$ cat src/rtl/video_pkg.sv
package video_pkg;

    // line states of the sync generator.
    // The passive group follows the camera href edges during the visible lines.
    // The active group runs the blanking lines on its own from the measured gap.
    typedef enum logic [2:0] {
        passive_h_active = 3'b000,
        passive_h_fp     = 3'b001,
        passive_h_sync   = 3'b010,
        passive_wait_ref = 3'b011,
        active_h_active  = 3'b100,
        active_h_fp      = 3'b101,
        active_h_sync    = 3'b110,
        active_wait_ref  = 3'b111
    } sync_state_t;

    // read side of the line buffer.
    // It runs for as long as de stays high and then rests until the next line.
    typedef enum logic {
        rd_idle = 1'b0,
        rd_run  = 1'b1
    } rd_state_t;

endpackage : video_pkg

$ cat src/rtl/sync_gen.sv
`timescale 1ns/1ps

module sync_gen #(
    parameter int H_ACT  = 1280,
    parameter int H_FP   = 110,
    parameter int H_SYNC = 40,
    parameter int V_ACT  = 720,
    parameter int V_FP   = 5,
    parameter int V_SYNC = 5
) (
    input  logic clk,
    input  logic rstn,
    input  logic cam_href,
    input  logic cam_vsync,
    output logic hsync,
    output logic vsync,
    output logic de
);

    localparam int H_TOTAL = H_ACT + H_FP + H_SYNC;
    localparam int V_TOTAL = V_ACT + V_FP + V_SYNC;
    // the idle gap may be as long as a whole line, so the horizontal counters
    // carry one spare bit.
    localparam int H_W = $clog2(2 * H_TOTAL);
    localparam int V_W = $clog2(V_TOTAL + 1);

    video_pkg::sync_state_t state;

    logic [H_W-1:0] h_cnt;
    logic [H_W-1:0] h_total;
    logic [V_W-1:0] v_cnt;
    logic           href_d;
    logic           vsync_seen;
    logic           href_rise;
    logic           href_fall;
    logic           free_run;
    logic           gap_done;

    assign href_rise = cam_href && !href_d;
    assign href_fall = !cam_href && href_d;
    assign free_run  = state inside {video_pkg::active_wait_ref, video_pkg::active_h_active,
                                     video_pkg::active_h_fp, video_pkg::active_h_sync};
    assign gap_done  = (h_total == '0) || (h_cnt == h_total - 1'b1);

    always_ff @(posedge clk or negedge rstn) begin
        if (!rstn) begin
            state      <= video_pkg::passive_wait_ref;
            h_cnt      <= '0;
            h_total    <= '0;
            v_cnt      <= '0;
            hsync      <= 1'b0;
            vsync_seen <= 1'b0;
        end else begin
            if (cam_vsync) begin
                vsync_seen <= 1'b1;
            end

            case (state)
                video_pkg::passive_wait_ref: begin
                    if (href_rise) begin
                        state <= video_pkg::passive_h_active;
                    end else begin
                        // a camera frame start restarts the line count here.
                        if (vsync_seen) begin
                            vsync_seen <= 1'b0;
                            v_cnt      <= '0;
                        end
                        if (h_total != '1) begin
                            h_total <= h_total + 1'b1;
                        end
                    end
                end

                video_pkg::passive_h_active: begin
                    if (href_fall) begin
                        v_cnt <= v_cnt + 1'b1;
                        h_cnt <= '0;
                        state <= video_pkg::passive_h_fp;
                    end
                end

                video_pkg::active_wait_ref: begin
                    if (gap_done) begin
                        h_cnt <= '0;
                        state <= video_pkg::active_h_active;
                    end else begin
                        h_cnt <= h_cnt + 1'b1;
                    end
                end

                video_pkg::active_h_active: begin
                    if (h_cnt == H_W'(H_ACT - 1)) begin
                        h_cnt <= '0;
                        v_cnt <= v_cnt + 1'b1;
                        state <= video_pkg::active_h_fp;
                    end else begin
                        h_cnt <= h_cnt + 1'b1;
                    end
                end

                video_pkg::passive_h_fp,
                video_pkg::active_h_fp: begin
                    if (h_cnt == H_W'(H_FP - 1)) begin
                        h_cnt <= '0;
                        hsync <= 1'b1;
                        state <= free_run ? video_pkg::active_h_sync
                                          : video_pkg::passive_h_sync;
                    end else begin
                        h_cnt <= h_cnt + 1'b1;
                    end
                end

                video_pkg::passive_h_sync,
                video_pkg::active_h_sync: begin
                    if (h_cnt == H_W'(H_SYNC - 1)) begin
                        h_cnt <= '0;
                        hsync <= 1'b0;
                        if (!free_run && v_cnt == V_W'(V_ACT)) begin
                            // after the last visible line the blanking lines run free.
                            state <= video_pkg::active_wait_ref;
                        end else if (!free_run || v_cnt == V_W'(V_TOTAL)) begin
                            if (free_run) begin
                                v_cnt <= '0;
                            end
                            h_total <= '0;
                            state   <= video_pkg::passive_wait_ref;
                        end else begin
                            state <= video_pkg::active_wait_ref;
                        end
                    end else begin
                        h_cnt <= h_cnt + 1'b1;
                    end
                end

                default: begin
                    state <= video_pkg::passive_wait_ref;
                end
            endcase
        end
    end

    // in locked lines de is href delayed by one cycle.
    always_ff @(posedge clk or negedge rstn) begin
        if (!rstn) begin
            href_d <= 1'b0;
            vsync  <= 1'b0;
            de     <= 1'b0;
        end else begin
            href_d <= cam_href;
            vsync  <= (v_cnt >= V_W'(V_ACT + V_FP)) && (v_cnt < V_W'(V_TOTAL));
            if (free_run) begin
                de <= (state == video_pkg::active_h_active);
            end else begin
                de <= cam_href && (v_cnt < V_W'(V_ACT)) &&
                      (state inside {video_pkg::passive_wait_ref, video_pkg::passive_h_active});
            end
        end
    end

    a_no_hsync_in_active: assert property (
        @(posedge clk) disable iff (!rstn)
        (state inside {video_pkg::passive_h_active, video_pkg::active_h_active}) |-> !hsync
    ) else $error("hsync high during an active line state");

    a_de_hsync_exclusive: assert property (
        @(posedge clk) disable iff (!rstn)
        !(de && hsync)
    ) else $error("de and hsync high together");

    a_state_legal: assert property (
        @(posedge clk) disable iff (!rstn)
        !$isunknown(state) &&
        (state inside {video_pkg::passive_h_active, video_pkg::passive_h_fp,
                       video_pkg::passive_h_sync, video_pkg::passive_wait_ref,
                       video_pkg::active_wait_ref, video_pkg::active_h_active,
                       video_pkg::active_h_fp, video_pkg::active_h_sync})
    ) else $error("sync_gen state outside its encoding");

endmodule : sync_gen

$ cat config.mk
export PLATFORM = sky130hd
export DESIGN_NAME = sync_gen
export DESIGN_NICKNAME = d
export VERILOG_FILES = /design/src/rtl/video_pkg.sv /design/src/rtl/sync_gen.sv
export SDC_FILE = /design/constraint.sdc
export NUM_CORES = 1
export LEC_CHECK = 0
export ABC_AREA = 0
export BUFFER_PORTS_ARGS = -buffer_cell sky130_fd_sc_hd__buf_4
export CORE_UTILIZATION = 40
export CTS_CLUSTER_SIZE = 10
export DETAILED_ROUTE_END_ITERATION = 6
export GPL_ROUTABILITY_DRIVEN = 0
export PLACE_DENSITY = 0.63
export SYNTH_ARGS = -nofsm -noshare
export SYNTH_HDL_FRONTEND = slang
export SYNTH_SLANG_ARGS = --single-unit
$ cat constraint.sdc
create_clock -name clk -period 5 [get_ports clk]
set_input_delay 0.75 -clock clk [delete_from_list [all_inputs] [get_ports clk]]
set_output_delay 0.75 -clock clk [all_outputs]
set_load 0.1 [all_outputs]
Word-level counts from Yosys, hierarchy flattened
Index checks and enable logic that the tools add are counted.
{"block": "op_classes", "n_addsub": 4, "magnitude_cmp": 3, "n_eq_ne": 26, "mux": 39, "reduce_logical": 26}
{"operator": "2-to-1 mux 12 bit", "count": 10}
{"operator": "2-to-1 mux 10 bit", "count": 8}
{"operator": "one-hot mux 12 bit (5 select lines)", "count": 1}
{"operator": "one-hot mux 10 bit (4 select lines)", "count": 1}
{"operator": "2-to-1 mux 3 bit", "count": 9}
{"operator": "adder 12 x 1 -> 12 bit (second input constant)", "count": 2}
{"operator": "one-hot mux 12 bit (2 select lines)", "count": 1}
{"operator": "!= test 2 bit (second input constant)", "count": 11}
{"operator": "== test 10 bit (second input constant)", "count": 2}
{"operator": "less-than comparator 10 bit (second input constant)", "count": 2}
{"operator": "one-hot mux 3 bit (6 select lines)", "count": 1}
{"operator": "== test 12 x 11 -> 1 bit (second input constant)", "count": 1}
{"operator": "== test 12 bit", "count": 1}
{"operator": "== test 12 x 6 -> 1 bit (second input constant)", "count": 1}
{"operator": "== test 12 x 7 -> 1 bit (second input constant)", "count": 1}
{"operator": "== test 3 bit (second input constant)", "count": 4}
{"operator": "zero test 12 bit", "count": 1}
{"operator": "!= test 12 bit (second input constant)", "count": 1}
{"operator": "AND reduction 6 bit", "count": 2}
{"operator": "subtractor 12 x 1 -> 12 bit (second input constant)", "count": 1}
{"operator": "adder 10 x 1 -> 10 bit (second input constant)", "count": 1}
{"operator": "greater-or-equal comparator 10 bit (second input constant)", "count": 1}
{"operator": "AND reduction 9 bit", "count": 1}
{"operator": "nonzero test 4 bit", "count": 2}
{"operator": "14 further kinds", "count": 32}
{"block": "word_totals", "ff_bits": 42, "input_bits": 4, "out_inout_bits": 3, "wordCells": 107}

Longest topological paths before layout
Gate-level depths: netlist (run 1).
{"block": "logic_depth", "depth_word": 8, "mapped_depth": 11, "mapped_depth_nobuf": 9}

Worst setup path before layout (run 1)
Ideal clock, no wire load.
{"block": "synth_path", "path_type": "reg2reg", "start": "register h_total[3]", "end": "register state[1]", "setup_ns": 0.082, "arrival_ns": 2.708, "required_time_ns": 4.918, "path_slack_ns": 2.209, "path_stages_with_launch": 10, "n_path_buf": 2, "synth_period_minus_slack_ns": 2.791, "path_cell_list": "dfrtp_1 > buf_6 > or3_1 > buf_6 > or4_4 > xnor2_1 > nor4_1 > a31oi_4 > nor2b_2 > mux2_4"}
{"block": "synth_via", "elab_chain_cells": 5, "word_cells_on_any_way": 6, "cone_classes": "add/sub (1); eq/ne (2); reduce/logical (3)"}
{"element": "start: declaration", "line": "sync_gen.sv:30", "text": "logic [H_W-1:0] h_total;"}
{"element": "start signal: assignment", "line": "sync_gen.sv:69", "text": "h_total <= h_total + 1'b1;"}
{"element": "subtractor 12 x 1 -> 12 bit", "line": "sync_gen.sv:43", "text": "assign gap_done = (h_total == '0) || (h_cnt == h_total - 1'b1);"}
{"element": "== test 12 bit", "line": "sync_gen.sv:43"}
{"element": "logical OR 1 bit *", "line": "sync_gen.sv:43"}
{"element": "!= test 2 bit (no line) *"}
{"element": "AND reduction 6 bit (no line) *"}
{"element": "end signal: assignment", "line": "sync_gen.sv:47", "text": "state <= video_pkg::passive_wait_ref;"}
{"element": "end signal: assignment", "line": "sync_gen.sv:61", "text": "state <= video_pkg::passive_h_active;"}
{"element": "end signal: assignment", "line": "sync_gen.sv:78", "text": "state <= video_pkg::passive_h_fp;"}
{"element": "end: declaration", "line": "sync_gen.sv:27", "text": "video_pkg::sync_state_t state;"}
Every way passes the cells marked *; elsewhere a longest branch is shown, timed or not.
A chain may end at the register's enable or synchronous reset.

Worst setup path in the final report (run 1)
{"block": "layout_path", "start": "register h_total[2]", "end": "register state[1]"}
The elaborated chain is that of the path after synthesis.

==> results.sh, run 1 <==
export IMPL_finalHoldViolations=0
export IMPL_antenna_found_initial=0
export IMPL_outcome="finished clean"
export IMPL_cp_end_kind="flip-flop"
export IMPL_max_stage_delay_ns=0.57
export IMPL_syn_cell_area_um2=3070
export IMPL_diodes=0
export IMPL_cts_tree="built"
export IMPL_postRouteAntennaNets=0
export IMPL_path_clk_slew_ns=0.09
export IMPL_slew_viol_final=0
export IMPL_syn_inst=380
export IMPL_ys_seq_area_share_pct=34.3
export IMPL_cts_setup_buffers=0
export IMPL_via_per_inst=5.60
export IMPL_fin_setup_tns_ns=0
export IMPL_clk_latency_ns=0.30
export IMPL_track_usage_pct=18.9
export IMPL_max_freq_ghz=0.323
export IMPL_rsz0062_at_grt="false"
export IMPL_cts_buffers=5
export IMPL_synth_area_leaders="dfrtp_1 33%, nand2_1 6.5%, o21ai_0 5.2%"
export IMPL_fin_crit_ns=3.10
export IMPL_cts_path_max_buffers=2
export IMPL_io_pins=7
export IMPL_cts_root_buf="clkbuf_8"
export IMPL_crit_required_ns=5.23
export IMPL_die_w_um=89.7
export IMPL_slew_headroom_pct=46.1
export IMPL_start_util_pct=41.9
export IMPL_ys_types=56
export IMPL_avgSynthCellArea_um2=8.09
export IMPL_portBuffers=6
export IMPL_yosysTopAreaCell="dfrtp_1"
export IMPL_cp_max_fo=15
export IMPL_hpwl_um=4700
export IMPL_grt_start_max_net_pins=43
export IMPL_synth_net_count=396
export IMPL_ir_drop_v=0.0000894
export IMPL_synth_most_common_cell="nand2_1"
export IMPL_synth_edf_count=0
export IMPL_dpl_worst_slack_ns=1.95
export IMPL_rr_worst_depth=7
export IMPL_nets=385
export IMPL_ys_async_sr_fraction_pct=100
export IMPL_hp_class="in2async"
export IMPL_period_share_pct=61.9
export IMPL_cts_htree_levels=2
export IMPL_drv_cap=0
export IMPL_finish_utilization_pct=44.0
export IMPL_worstMarginPinSlew_ns=0.808
export IMPL_core_area_um2=7330
export IMPL_grt_pass1_vias=2395
export IMPL_ys_seq_elements=42
export IMPL_synth_main_ff_cell="dfrtp_1"
export IMPL_setup_viol=0
export IMPL_overflow=0
export IMPL_critPathArrivalTime_ns=3.33
export IMPL_synth_top_area_share_pct=32.6
export IMPL_fp_dieH_um=89.7
export IMPL_multiInputGateArea_um2=1850
export IMPL_r2r_start="h_total[2]"
export IMPL_cts_sinks=42
export IMPL_route_detailed_drc=0
export IMPL_die_area_um2=8040
export IMPL_setup_slack_ns=1.90
export IMPL_nFillCells=753
export IMPL_firstDrtPassIters=6
export IMPL_post_cts_resized=0
export IMPL_area_growth_syn_to_layout_pct=4.84
export IMPL_crit_family="simple AND/OR/NAND/NOR gates"
export IMPL_finalPower_mw=0.585
export IMPL_drive_above_1_share_pct=7.57
export IMPL_routed_wirelength_um=6830
export IMPL_crit_chain="or3_1 > or4_4 > xnor2_1 > nor4_1 > a31oi_4 > nor2b_2 > mux2_4"
export IMPL_fin_skew_ns=0.00619
export IMPL_reg2reg_slack_ns=1.90
export IMPL_drtIter0Drc=254
export IMPL_worstSetupPathType="reg2reg"
export IMPL_start_kind="flip-flop"
export IMPL_yosys_warnings=0
export IMPL_p_leak_nw=1.32
export IMPL_ys_top_cells_by_count="53 x nand2_1, 40 x dfrtp_1, 32 x o21ai_0"
export IMPL_rows=31
export IMPL_r2r_end="state[1]"
export IMPL_power_density_nw_per_um2=182
export IMPL_grt_pass1_wl_um=11700
export IMPL_cts_hold_buffers_added=0
export IMPL_seqCellArea_um2=1050
export IMPL_path_buf_inv=0
export IMPL_vias=2627
export IMPL_slowest_stage="or4_4"
export IMPL_wire_per_inst_um=14.6
area by class of cell:
cell class | count | area share [%]
clock inverter | 1 | 0.155
sequential | 42 | 32.7
clock buffer | 7 | 2.68
multi-input combinational | 298 | 57.3
inverter | 15 | 1.75
tap | 99 | 3.84
timing repair buffer | 7 | 1.63
kinds of logic after synthesis:
logic type	share of synthesized area [%]
buf+inv	5.70
compound gates	18.7
mux	2.81
xor+xnor	4.84
flops	34.3
fa+ha+maj	4.88
simple gates	28.8
per-layer routing:
metal / routed length, um / track usage, %
met5: 0 / 0
met4: 130 / 6.20
met3: 235 / 3.20
met2: 2960 / 28.6
met1: 3510 / 27.3
worst register-to-register path, delay by kind of cell (launching register included):
family,cells,cell delay [ns]
AOI/OAI and AO/OA,1,0.29
xor gates and xnor gates,1,0.14
DFF,1,0.49
muxes,1,0.31
and+or+nand+nor,4,1.80
stage by stage:
stage	area, um2	hold slack, ns	instances
2_1_floorplan	3070	0.440	380
3_3_place_gp	3130	0.458	461
3_5_place_dp	3130	0.465	461
4_1_cts	3220	0.459	469
5_1_grt	3220	0.480	469
6_report	3220	0.440	469
worst max path at each step:
stage,start,end,cells past startpoint
global placement,h_total[2],state[1],7
CTS,h_total[2],state[1],7
finish,h_total[2],state[1],7
global route,state[0],v_cnt[7],8
detailed placement,h_total[2],state[1],7
floorplan,h_total[3],state[1],9
layout by cell type, fill, tap and decap left out, types with 6 or more instances in the layout:
cell type  count
nand2_1       53
dfrtp_1       40
o21ai_0       32
nor2_1        25
a21oi_1       18
nor3_1        17
nand3_1       16
inv_1         15
ha_1          12
xnor2_1       10
nand4_1        7
xor2_1         7
buf_4          7
nand2b_1       6
nor2b_1        6
and2_1         6
mux2i_1        6
clkbuf_8       6
state kept, by name, indices dropped and copies added (netlist names):
signal / flops
vsync_seen: 1
h_cnt: 12
state: 3
hsync: 1
href_d: 1
h_total: 12
vsync: 1
de: 1
v_cnt: 10
power breakdown:
part,switching (mW),leakage [nW],internal [mW]
clock,0.124,0.0482,0.112
combinational,0.00782,0.722,0.00206
sequential,0.000170,0.547,0.340
Power figures use the tool's default switching activity.
==> inputs of run 2 (changes only) <==
--- a/config.mk
+++ b/config.mk
@@ -5,7 +5,7 @@
 export SDC_FILE = /design/constraint.sdc
 export NUM_CORES = 1
 export LEC_CHECK = 0
-export ABC_AREA = 0
+export ABC_AREA = 1
 export BUFFER_PORTS_ARGS = -buffer_cell sky130_fd_sc_hd__buf_4
 export CORE_UTILIZATION = 40
 export CTS_CLUSTER_SIZE = 10
==> constraint.sdc (replaced) <==
create_clock -name clk -period 3.2 [get_ports clk]
set_input_delay 0.48 -clock clk [delete_from_list [all_inputs] [get_ports clk]]
set_output_delay 0.48 -clock clk [all_outputs]
set_load 0.1 [all_outputs]
==> results.sh, run 2 <==
export IMPL_outcome="finished clean"
export IMPL_cts_hold_buffers_added=0
export IMPL_dpl_worst_slack_ns=0.615
export IMPL_start_util_pct=41.5
export IMPL_post_cts_resized=0
export IMPL_layout_common_cells="154 x nand2_1, 57 x inv_1, 48 x nand3_1, 46 x nor2_1, 40 x dfrtp_1"
export IMPL_synth_most_common_cell="nand2_1"
export IMPL_cts_htree_levels=2
export IMPL_synth_net_count=530
export IMPL_syn_inst=514
export IMPL_rows=33
export IMPL_ys_seq_elements=42
export IMPL_period_share_pct=81.6
export IMPL_synth_area_leaders="dfrtp_1 29%, nand2_1 17%, nand3_1 7.0%"
export IMPL_fin_skew_ns=0.00807
export IMPL_cts_buffers=5
export IMPL_setup_slack_ns=0.589
export IMPL_cts_path_max_buffers=2
export IMPL_overflow=0
export IMPL_synth_edf_count=0
export IMPL_p_leak_nw=1.70
export IMPL_diodes=0
export IMPL_fin_setup_tns_ns=0
export IMPL_cp_end_kind="flip-flop"
export IMPL_final_common_cell="nand2_1"
export IMPL_synth_top_area_share_pct=29.2
export IMPL_setup_viol=0
export IMPL_avgSynthCellArea_um2=6.66
export IMPL_crit_start="state[1]"
export IMPL_fp_dieH_um=94.5
export IMPL_internal_power_mw=1.36
export IMPL_syn_cell_area_um2=3430
export IMPL_rsz0062_at_grt="false"
export IMPL_die_area_um2=8940
export IMPL_route_detailed_drc=0
export IMPL_grt_start_max_net_pins=43
export IMPL_top_regs="h_cnt x12, h_total x12, v_cnt x10"
export IMPL_slew_headroom_pct=52.1
export IMPL_start_kind="flip-flop"
export IMPL_reg2reg_slack_ns=0.59
export IMPL_ys_async_sr_fraction_pct=100
export IMPL_ir_drop_v=0.000479
export IMPL_worstSetupPathType="reg2reg"
export IMPL_cts_tree="built"
export IMPL_critPathArrivalTime_ns=2.78
export IMPL_fin_crit_ns=2.61
export IMPL_hpwl_um=5530
export IMPL_cts_root_buf="clkbuf_8"
export IMPL_grt_pass1_wl_um=13000
export IMPL_clkPwrFrac_pct=19.3
export IMPL_cts_sinks=42
export IMPL_cp_max_fo=21
export IMPL_die_w_um=94.5
export IMPL_slew_viol_final=0
export IMPL_drv_cap=0
export IMPL_drtIter0Drc=133
export IMPL_drive_above_1_share_pct=12.9
export IMPL_firstDrtPassIters=5
export IMPL_crit_end="v_cnt[8]"
export IMPL_vias=3095
export IMPL_portBuffers=6
export IMPL_yosys_warnings=0
export IMPL_dpl_cell_area_um2=3490
export IMPL_crit_required_ns=3.37
export IMPL_wire_per_inst_um=12.0
export IMPL_core_area_um2=8260
export IMPL_r2r_end="v_cnt[8]"
export IMPL_yosysTopAreaCell="dfrtp_1"
export IMPL_grt_pass1_vias=2956
export IMPL_via_per_inst=5.03
export IMPL_worstMarginPinSlew_ns=0.716
export IMPL_p_sw_mw=1.29
export IMPL_swShare_pct=48.7
export IMPL_ys_top_cells_by_count="154 x nand2_1, 57 x inv_1, 48 x nand3_1"
export IMPL_finalHoldViolations=0
export IMPL_rr_worst_depth=8
export IMPL_antenna_found_initial=0
export IMPL_track_usage_pct=18.1
export IMPL_r2r_start="state[1]"
export IMPL_fin_hold_ws_ns=0.158
export IMPL_synth_main_ff_cell="dfrtp_1"
export IMPL_power_frac_comb_pct=53.1
export IMPL_cts_setup_buffers=0
export IMPL_power_density_nw_per_um2=732
export IMPL_path_clk_slew_ns=0.09
export IMPL_max_freq_ghz=0.383
export IMPL_io_pins=7
export IMPL_nets=525
export IMPL_clk_latency_ns=0.30
export IMPL_hp_class="in2async"
export IMPL_postRouteAntennaNets=0
export IMPL_ys_types=39
export IMPL_area_growth_syn_to_layout_pct=5.95
export IMPL_design_area_um2=3630
export IMPL_ys_seq_area_share_pct=30.8
export IMPL_routed_wirelength_um=7390
export IMPL_seq_power_share_pct=27.6
==> run 2: changes by cell type after synthesis, moves of 13 or more <==
cell / before / now
nand2_1: 53 / 154
inv_1: 15 / 57
nand3_1: 16 / 48
nor2_1: 25 / 46
o21ai_0: 32 / 14
o21ai_1: 3 / 20
nand2_2: 0 / 15
a21oi_1: 18 / 5
==> run 2: how the worst min path moves through the flow <==
stage	to	cells after the start	slack, ns	start
CTS	vsync	1	0.19	rstn
global placement	state[1]	2	0.48	state[1]
detailed placement	state[0]	2	0.49	state[0]
finish	h_total[1]	1	0.16	rstn
floorplan	de	0	0.18	rstn
global route	v_cnt[3]	1	0.22	rstn
==> run 2: cell families (layout without fill, tap and decap cells) <==
family                   count (synthesis)  in the layout  share of synthesized area [%]
adder cells (fa/ha/maj)                 12             12                           4.38
AO/OA/AOI/OAI                           47             47                           7.38
flip-flops                              42             42                           30.8
buffers and inverters                   80             76                           10.1
XOR/XNOR                                15             15                           3.84
AND/OR/NAND/NOR                        318            318                           43.5
==> run 2: routing by layer <==
metal	routed length (um)	GRT usage, %	up-vias	part of all wire (%)
li1	-	-	1608	-
met1	3640	24.0	1417	49
met2	3400	30.9	61	46
met3	252	2.25	9	3.4
met4	99	5.43	0	1.3
met5	0	0	-	0
==> run 2: per-stage QoR <==
step,util [%],instances,total power [mW]
finish,44.0,615,2.66
detailed placement,42.3,607,2.15
global placement,42.3,607,2.13
floorplan,-,514,1.93
CTS,44.0,615,2.68
global route,44.0,615,2.92
==> run 2: power by group through the flow <==
| stage | Clock (mW) | Sequential, mW | Combinational [mW] |
|---|---|---|---|
| global placement | 0 | 0.738 | 1.39 |
| global route | 0.544 | 0.750 | 1.63 |
| finish | 0.512 | 0.733 | 1.41 |
| floorplan | 0 | 0.766 | 1.16 |
| CTS | 0.526 | 0.733 | 1.42 |
| detailed placement | 0 | 0.743 | 1.41 |
==> run 2: critical path: stages (launching register included) <==
cell     delay, ns
dfstp_2       0.57
ha_1          0.56
o21ai_0       0.21
o21ai_0       0.13
nand2_1       0.08
nor2_1        0.12
nand3_1       0.52
nand2_1       0.19
o21ai_1       0.08
==> run 2: layout make-up <==
cell class              count  area [um2]
fillers                   898        4630
multi-input cells         392        2030
flip-flops and latches     42        1050
inverters                  61         229
well taps                 105         131
clock buffers               5        68.8
clock inverters             3        68.8
repair buffers              7        52.6
==> inputs of run 3 (changes only) <==
--- a/config.mk
+++ b/config.mk
@@ -5,13 +5,13 @@
 export SDC_FILE = /design/constraint.sdc
 export NUM_CORES = 1
 export LEC_CHECK = 0
-export ABC_AREA = 1
+export ABC_AREA = 0
 export BUFFER_PORTS_ARGS = -buffer_cell sky130_fd_sc_hd__buf_4
 export CORE_UTILIZATION = 40
 export CTS_CLUSTER_SIZE = 10
 export DETAILED_ROUTE_END_ITERATION = 6
 export GPL_ROUTABILITY_DRIVEN = 0
-export PLACE_DENSITY = 0.63
+export PLACE_DENSITY = 0.65
 export SYNTH_ARGS = -nofsm -noshare
 export SYNTH_HDL_FRONTEND = slang
 export SYNTH_SLANG_ARGS = --single-unit
==> constraint.sdc (replaced) <==
create_clock -name clk -period 2.15 [get_ports clk]
set_input_delay 0.3225 -clock clk [delete_from_list [all_inputs] [get_ports clk]]
set_output_delay 0.3225 -clock clk [all_outputs]
set_load 0.1 [all_outputs]
==> results.sh, run 3 (synthesized netlist as in run 1, its figures left out) <==
export IMPL_rows=31
export IMPL_track_usage_pct=22.3
export IMPL_dr_wl_met2_um=4260
export IMPL_dpl_cell_area_um2=3800
export IMPL_area_growth_syn_to_layout_pct=42.1
export IMPL_slew_headroom_pct=62.8
export IMPL_clk_latency_ns=0.30
export IMPL_route_met3_wl_um=388
export IMPL_finish_utilization_pct=59.6
export IMPL_io_pins=7
export IMPL_path_clk_slew_ns=0.08
export IMPL_routed_wirelength_um=8900
export IMPL_cts_buffers=5
export IMPL_crit_start="h_total[2]"
export IMPL_finalHoldViolations=0
export IMPL_cts_sinks=42
export IMPL_firstDrtPassIters=5
export IMPL_nets=486
export IMPL_via_per_inst=5.51
export IMPL_wire_per_inst_um=15.6
export IMPL_r2r_end="state[2]"
export IMPL_cts_root_buf="clkbuf_8"
export IMPL_outcome="finished, violations left"
export IMPL_crit_end="state[2]"
export IMPL_start_kind="flip-flop"
export IMPL_setup_viol=15
export IMPL_power_density_nw_per_um2=311
export IMPL_final_common_cell="buf_4"
export IMPL_portBuffers=6
export IMPL_dpl_worst_slack_ns=-0.548
export IMPL_critPathArrivalTime_ns=2.85
export IMPL_antenna_found_initial=0
export IMPL_fin_skew_ns=0.00511
export IMPL_post_layout_nonfiller_instances=570
export IMPL_grt_start_max_net_pins=43
export IMPL_finalPower_mw=1.36
export IMPL_cts_path_max_buffers=2
export IMPL_nFillCells=619
export IMPL_cp_max_fo=6
export IMPL_cts_htree_levels=2
export IMPL_design_area_um2=4370
export IMPL_fin_setup_tns_ns=-6.10
export IMPL_hp_class="in2async"
export IMPL_ir_drop_v=0.000193
export IMPL_fin_crit_ns=2.63
export IMPL_postRouteAntennaNets=0
export IMPL_wl_met1_um=4040
export IMPL_die_area_um2=8040
export IMPL_top_regs="h_cnt x12, h_total x12, v_cnt x10"
export IMPL_worstMarginPinSlew_ns=0.544
export IMPL_cp_end_kind="flip-flop"
export IMPL_die_w_um=89.7
export IMPL_setup_slack_ns=-0.483
export IMPL_drv_cap=0
export IMPL_layout_common_cells="92 x buf_4, 51 x nand2_1, 40 x dfrtp_1, 22 x o21ai_1, 21 x nor2_1"
export IMPL_fin_hold_ws_ns=0.0235
export IMPL_fp_dieH_um=89.7
export IMPL_drive_above_1_share_pct=36.7
export IMPL_cts_tree="built"
export IMPL_overflow=0
export IMPL_route_detailed_drc=0
export IMPL_p_leak_nw=1.89
export IMPL_vias=3143
export IMPL_period_share_pct=122
export IMPL_slew_viol_final=0
export IMPL_reg2reg_slack_ns=-0.48
export IMPL_core_area_um2=7330
export IMPL_start_util_pct=41.9
export IMPL_violations="setup timing"
export IMPL_grt_pass1_wl_um=13800
export IMPL_top_layer_used="met4"
export IMPL_worstSetupPathType="reg2reg"
export IMPL_dpl_cell_count=541
export IMPL_max_freq_ghz=0.380
export IMPL_rsz0062_at_grt="true"
export IMPL_crit_required_ns=2.36
export IMPL_drtIter0Drc=208
export IMPL_r2r_start="h_total[2]"
export IMPL_diodes=0
export IMPL_grt_pass1_vias=2992
export IMPL_hpwl_um=5750
export IMPL_rr_worst_depth=7
[run 3: cell types whose count changed in the layout (fill, tap and decap cells not counted), sizes merged, moves of 8 or more]
cell and change:
xnor2 +8, buf +99, nand2 -119, inv -45, nand3 -32, nor2 -29, a21oi +13
[run 3: final cells by class]
class | instances | area [um2] | area share [%]
clock buffers | 7 | 86.3 | 1.98
repair buffers | 106 | 848 | 19.4
clock inverters | 1 | 5.00 | 0.115
well taps | 99 | 124 | 2.84
flip-flops and latches | 42 | 1050 | 24.1
multi-input cells | 300 | 2200 | 50.3
inverters | 15 | 56.3 | 1.29
[run 3: power by group]
group	leakage [nW]	switching, mW	total, mW	internal, mW
sequential	0.547	0.000460	0.791	0.790
clock	0.0482	0.283	0.542	0.260
combinational	1.30	0.0193	0.0241	0.00478
[run 3: worst min path at each step]
stage	from	end	slack, ns	depth (start not counted)
floorplan	rstn	de	0.03	0
global placement	rstn	v_cnt[7]	0.36	1
detailed placement	rstn	v_cnt[7]	0.36	1
CTS	rstn	v_cnt[7]	0.04	1
global route	rstn	h_total[0]	0.06	1
finish	rstn	v_cnt[7]	0.02	1
[run 3: routing by layer]
layer	GRT usage [%]	vias up
li1	-	1537
met1	29.0	1498
met2	37.7	89
met3	3.56	19
met4	7.36	0
met5	0	-
[run 3: timing repair]
action,CTS,global route
pin swaps,17,21
hold buffers,0,0
gates resized for setup,23,63
setup buffers,5,12
gates cloned,3,1
endpoints found under the setup margin,36,37
endpoints found under the hold margin,0,0
[run 3: critical path, stage by stage (launching register included)]
cell	delay [ns]
dfrtp_1	0.38
or3_4	0.40
or4_4	0.51
xnor2_2	0.17
nor4_4	0.38
a31oi_4	0.20
nor3b_1	0.30
a2bb2oi_1	0.21
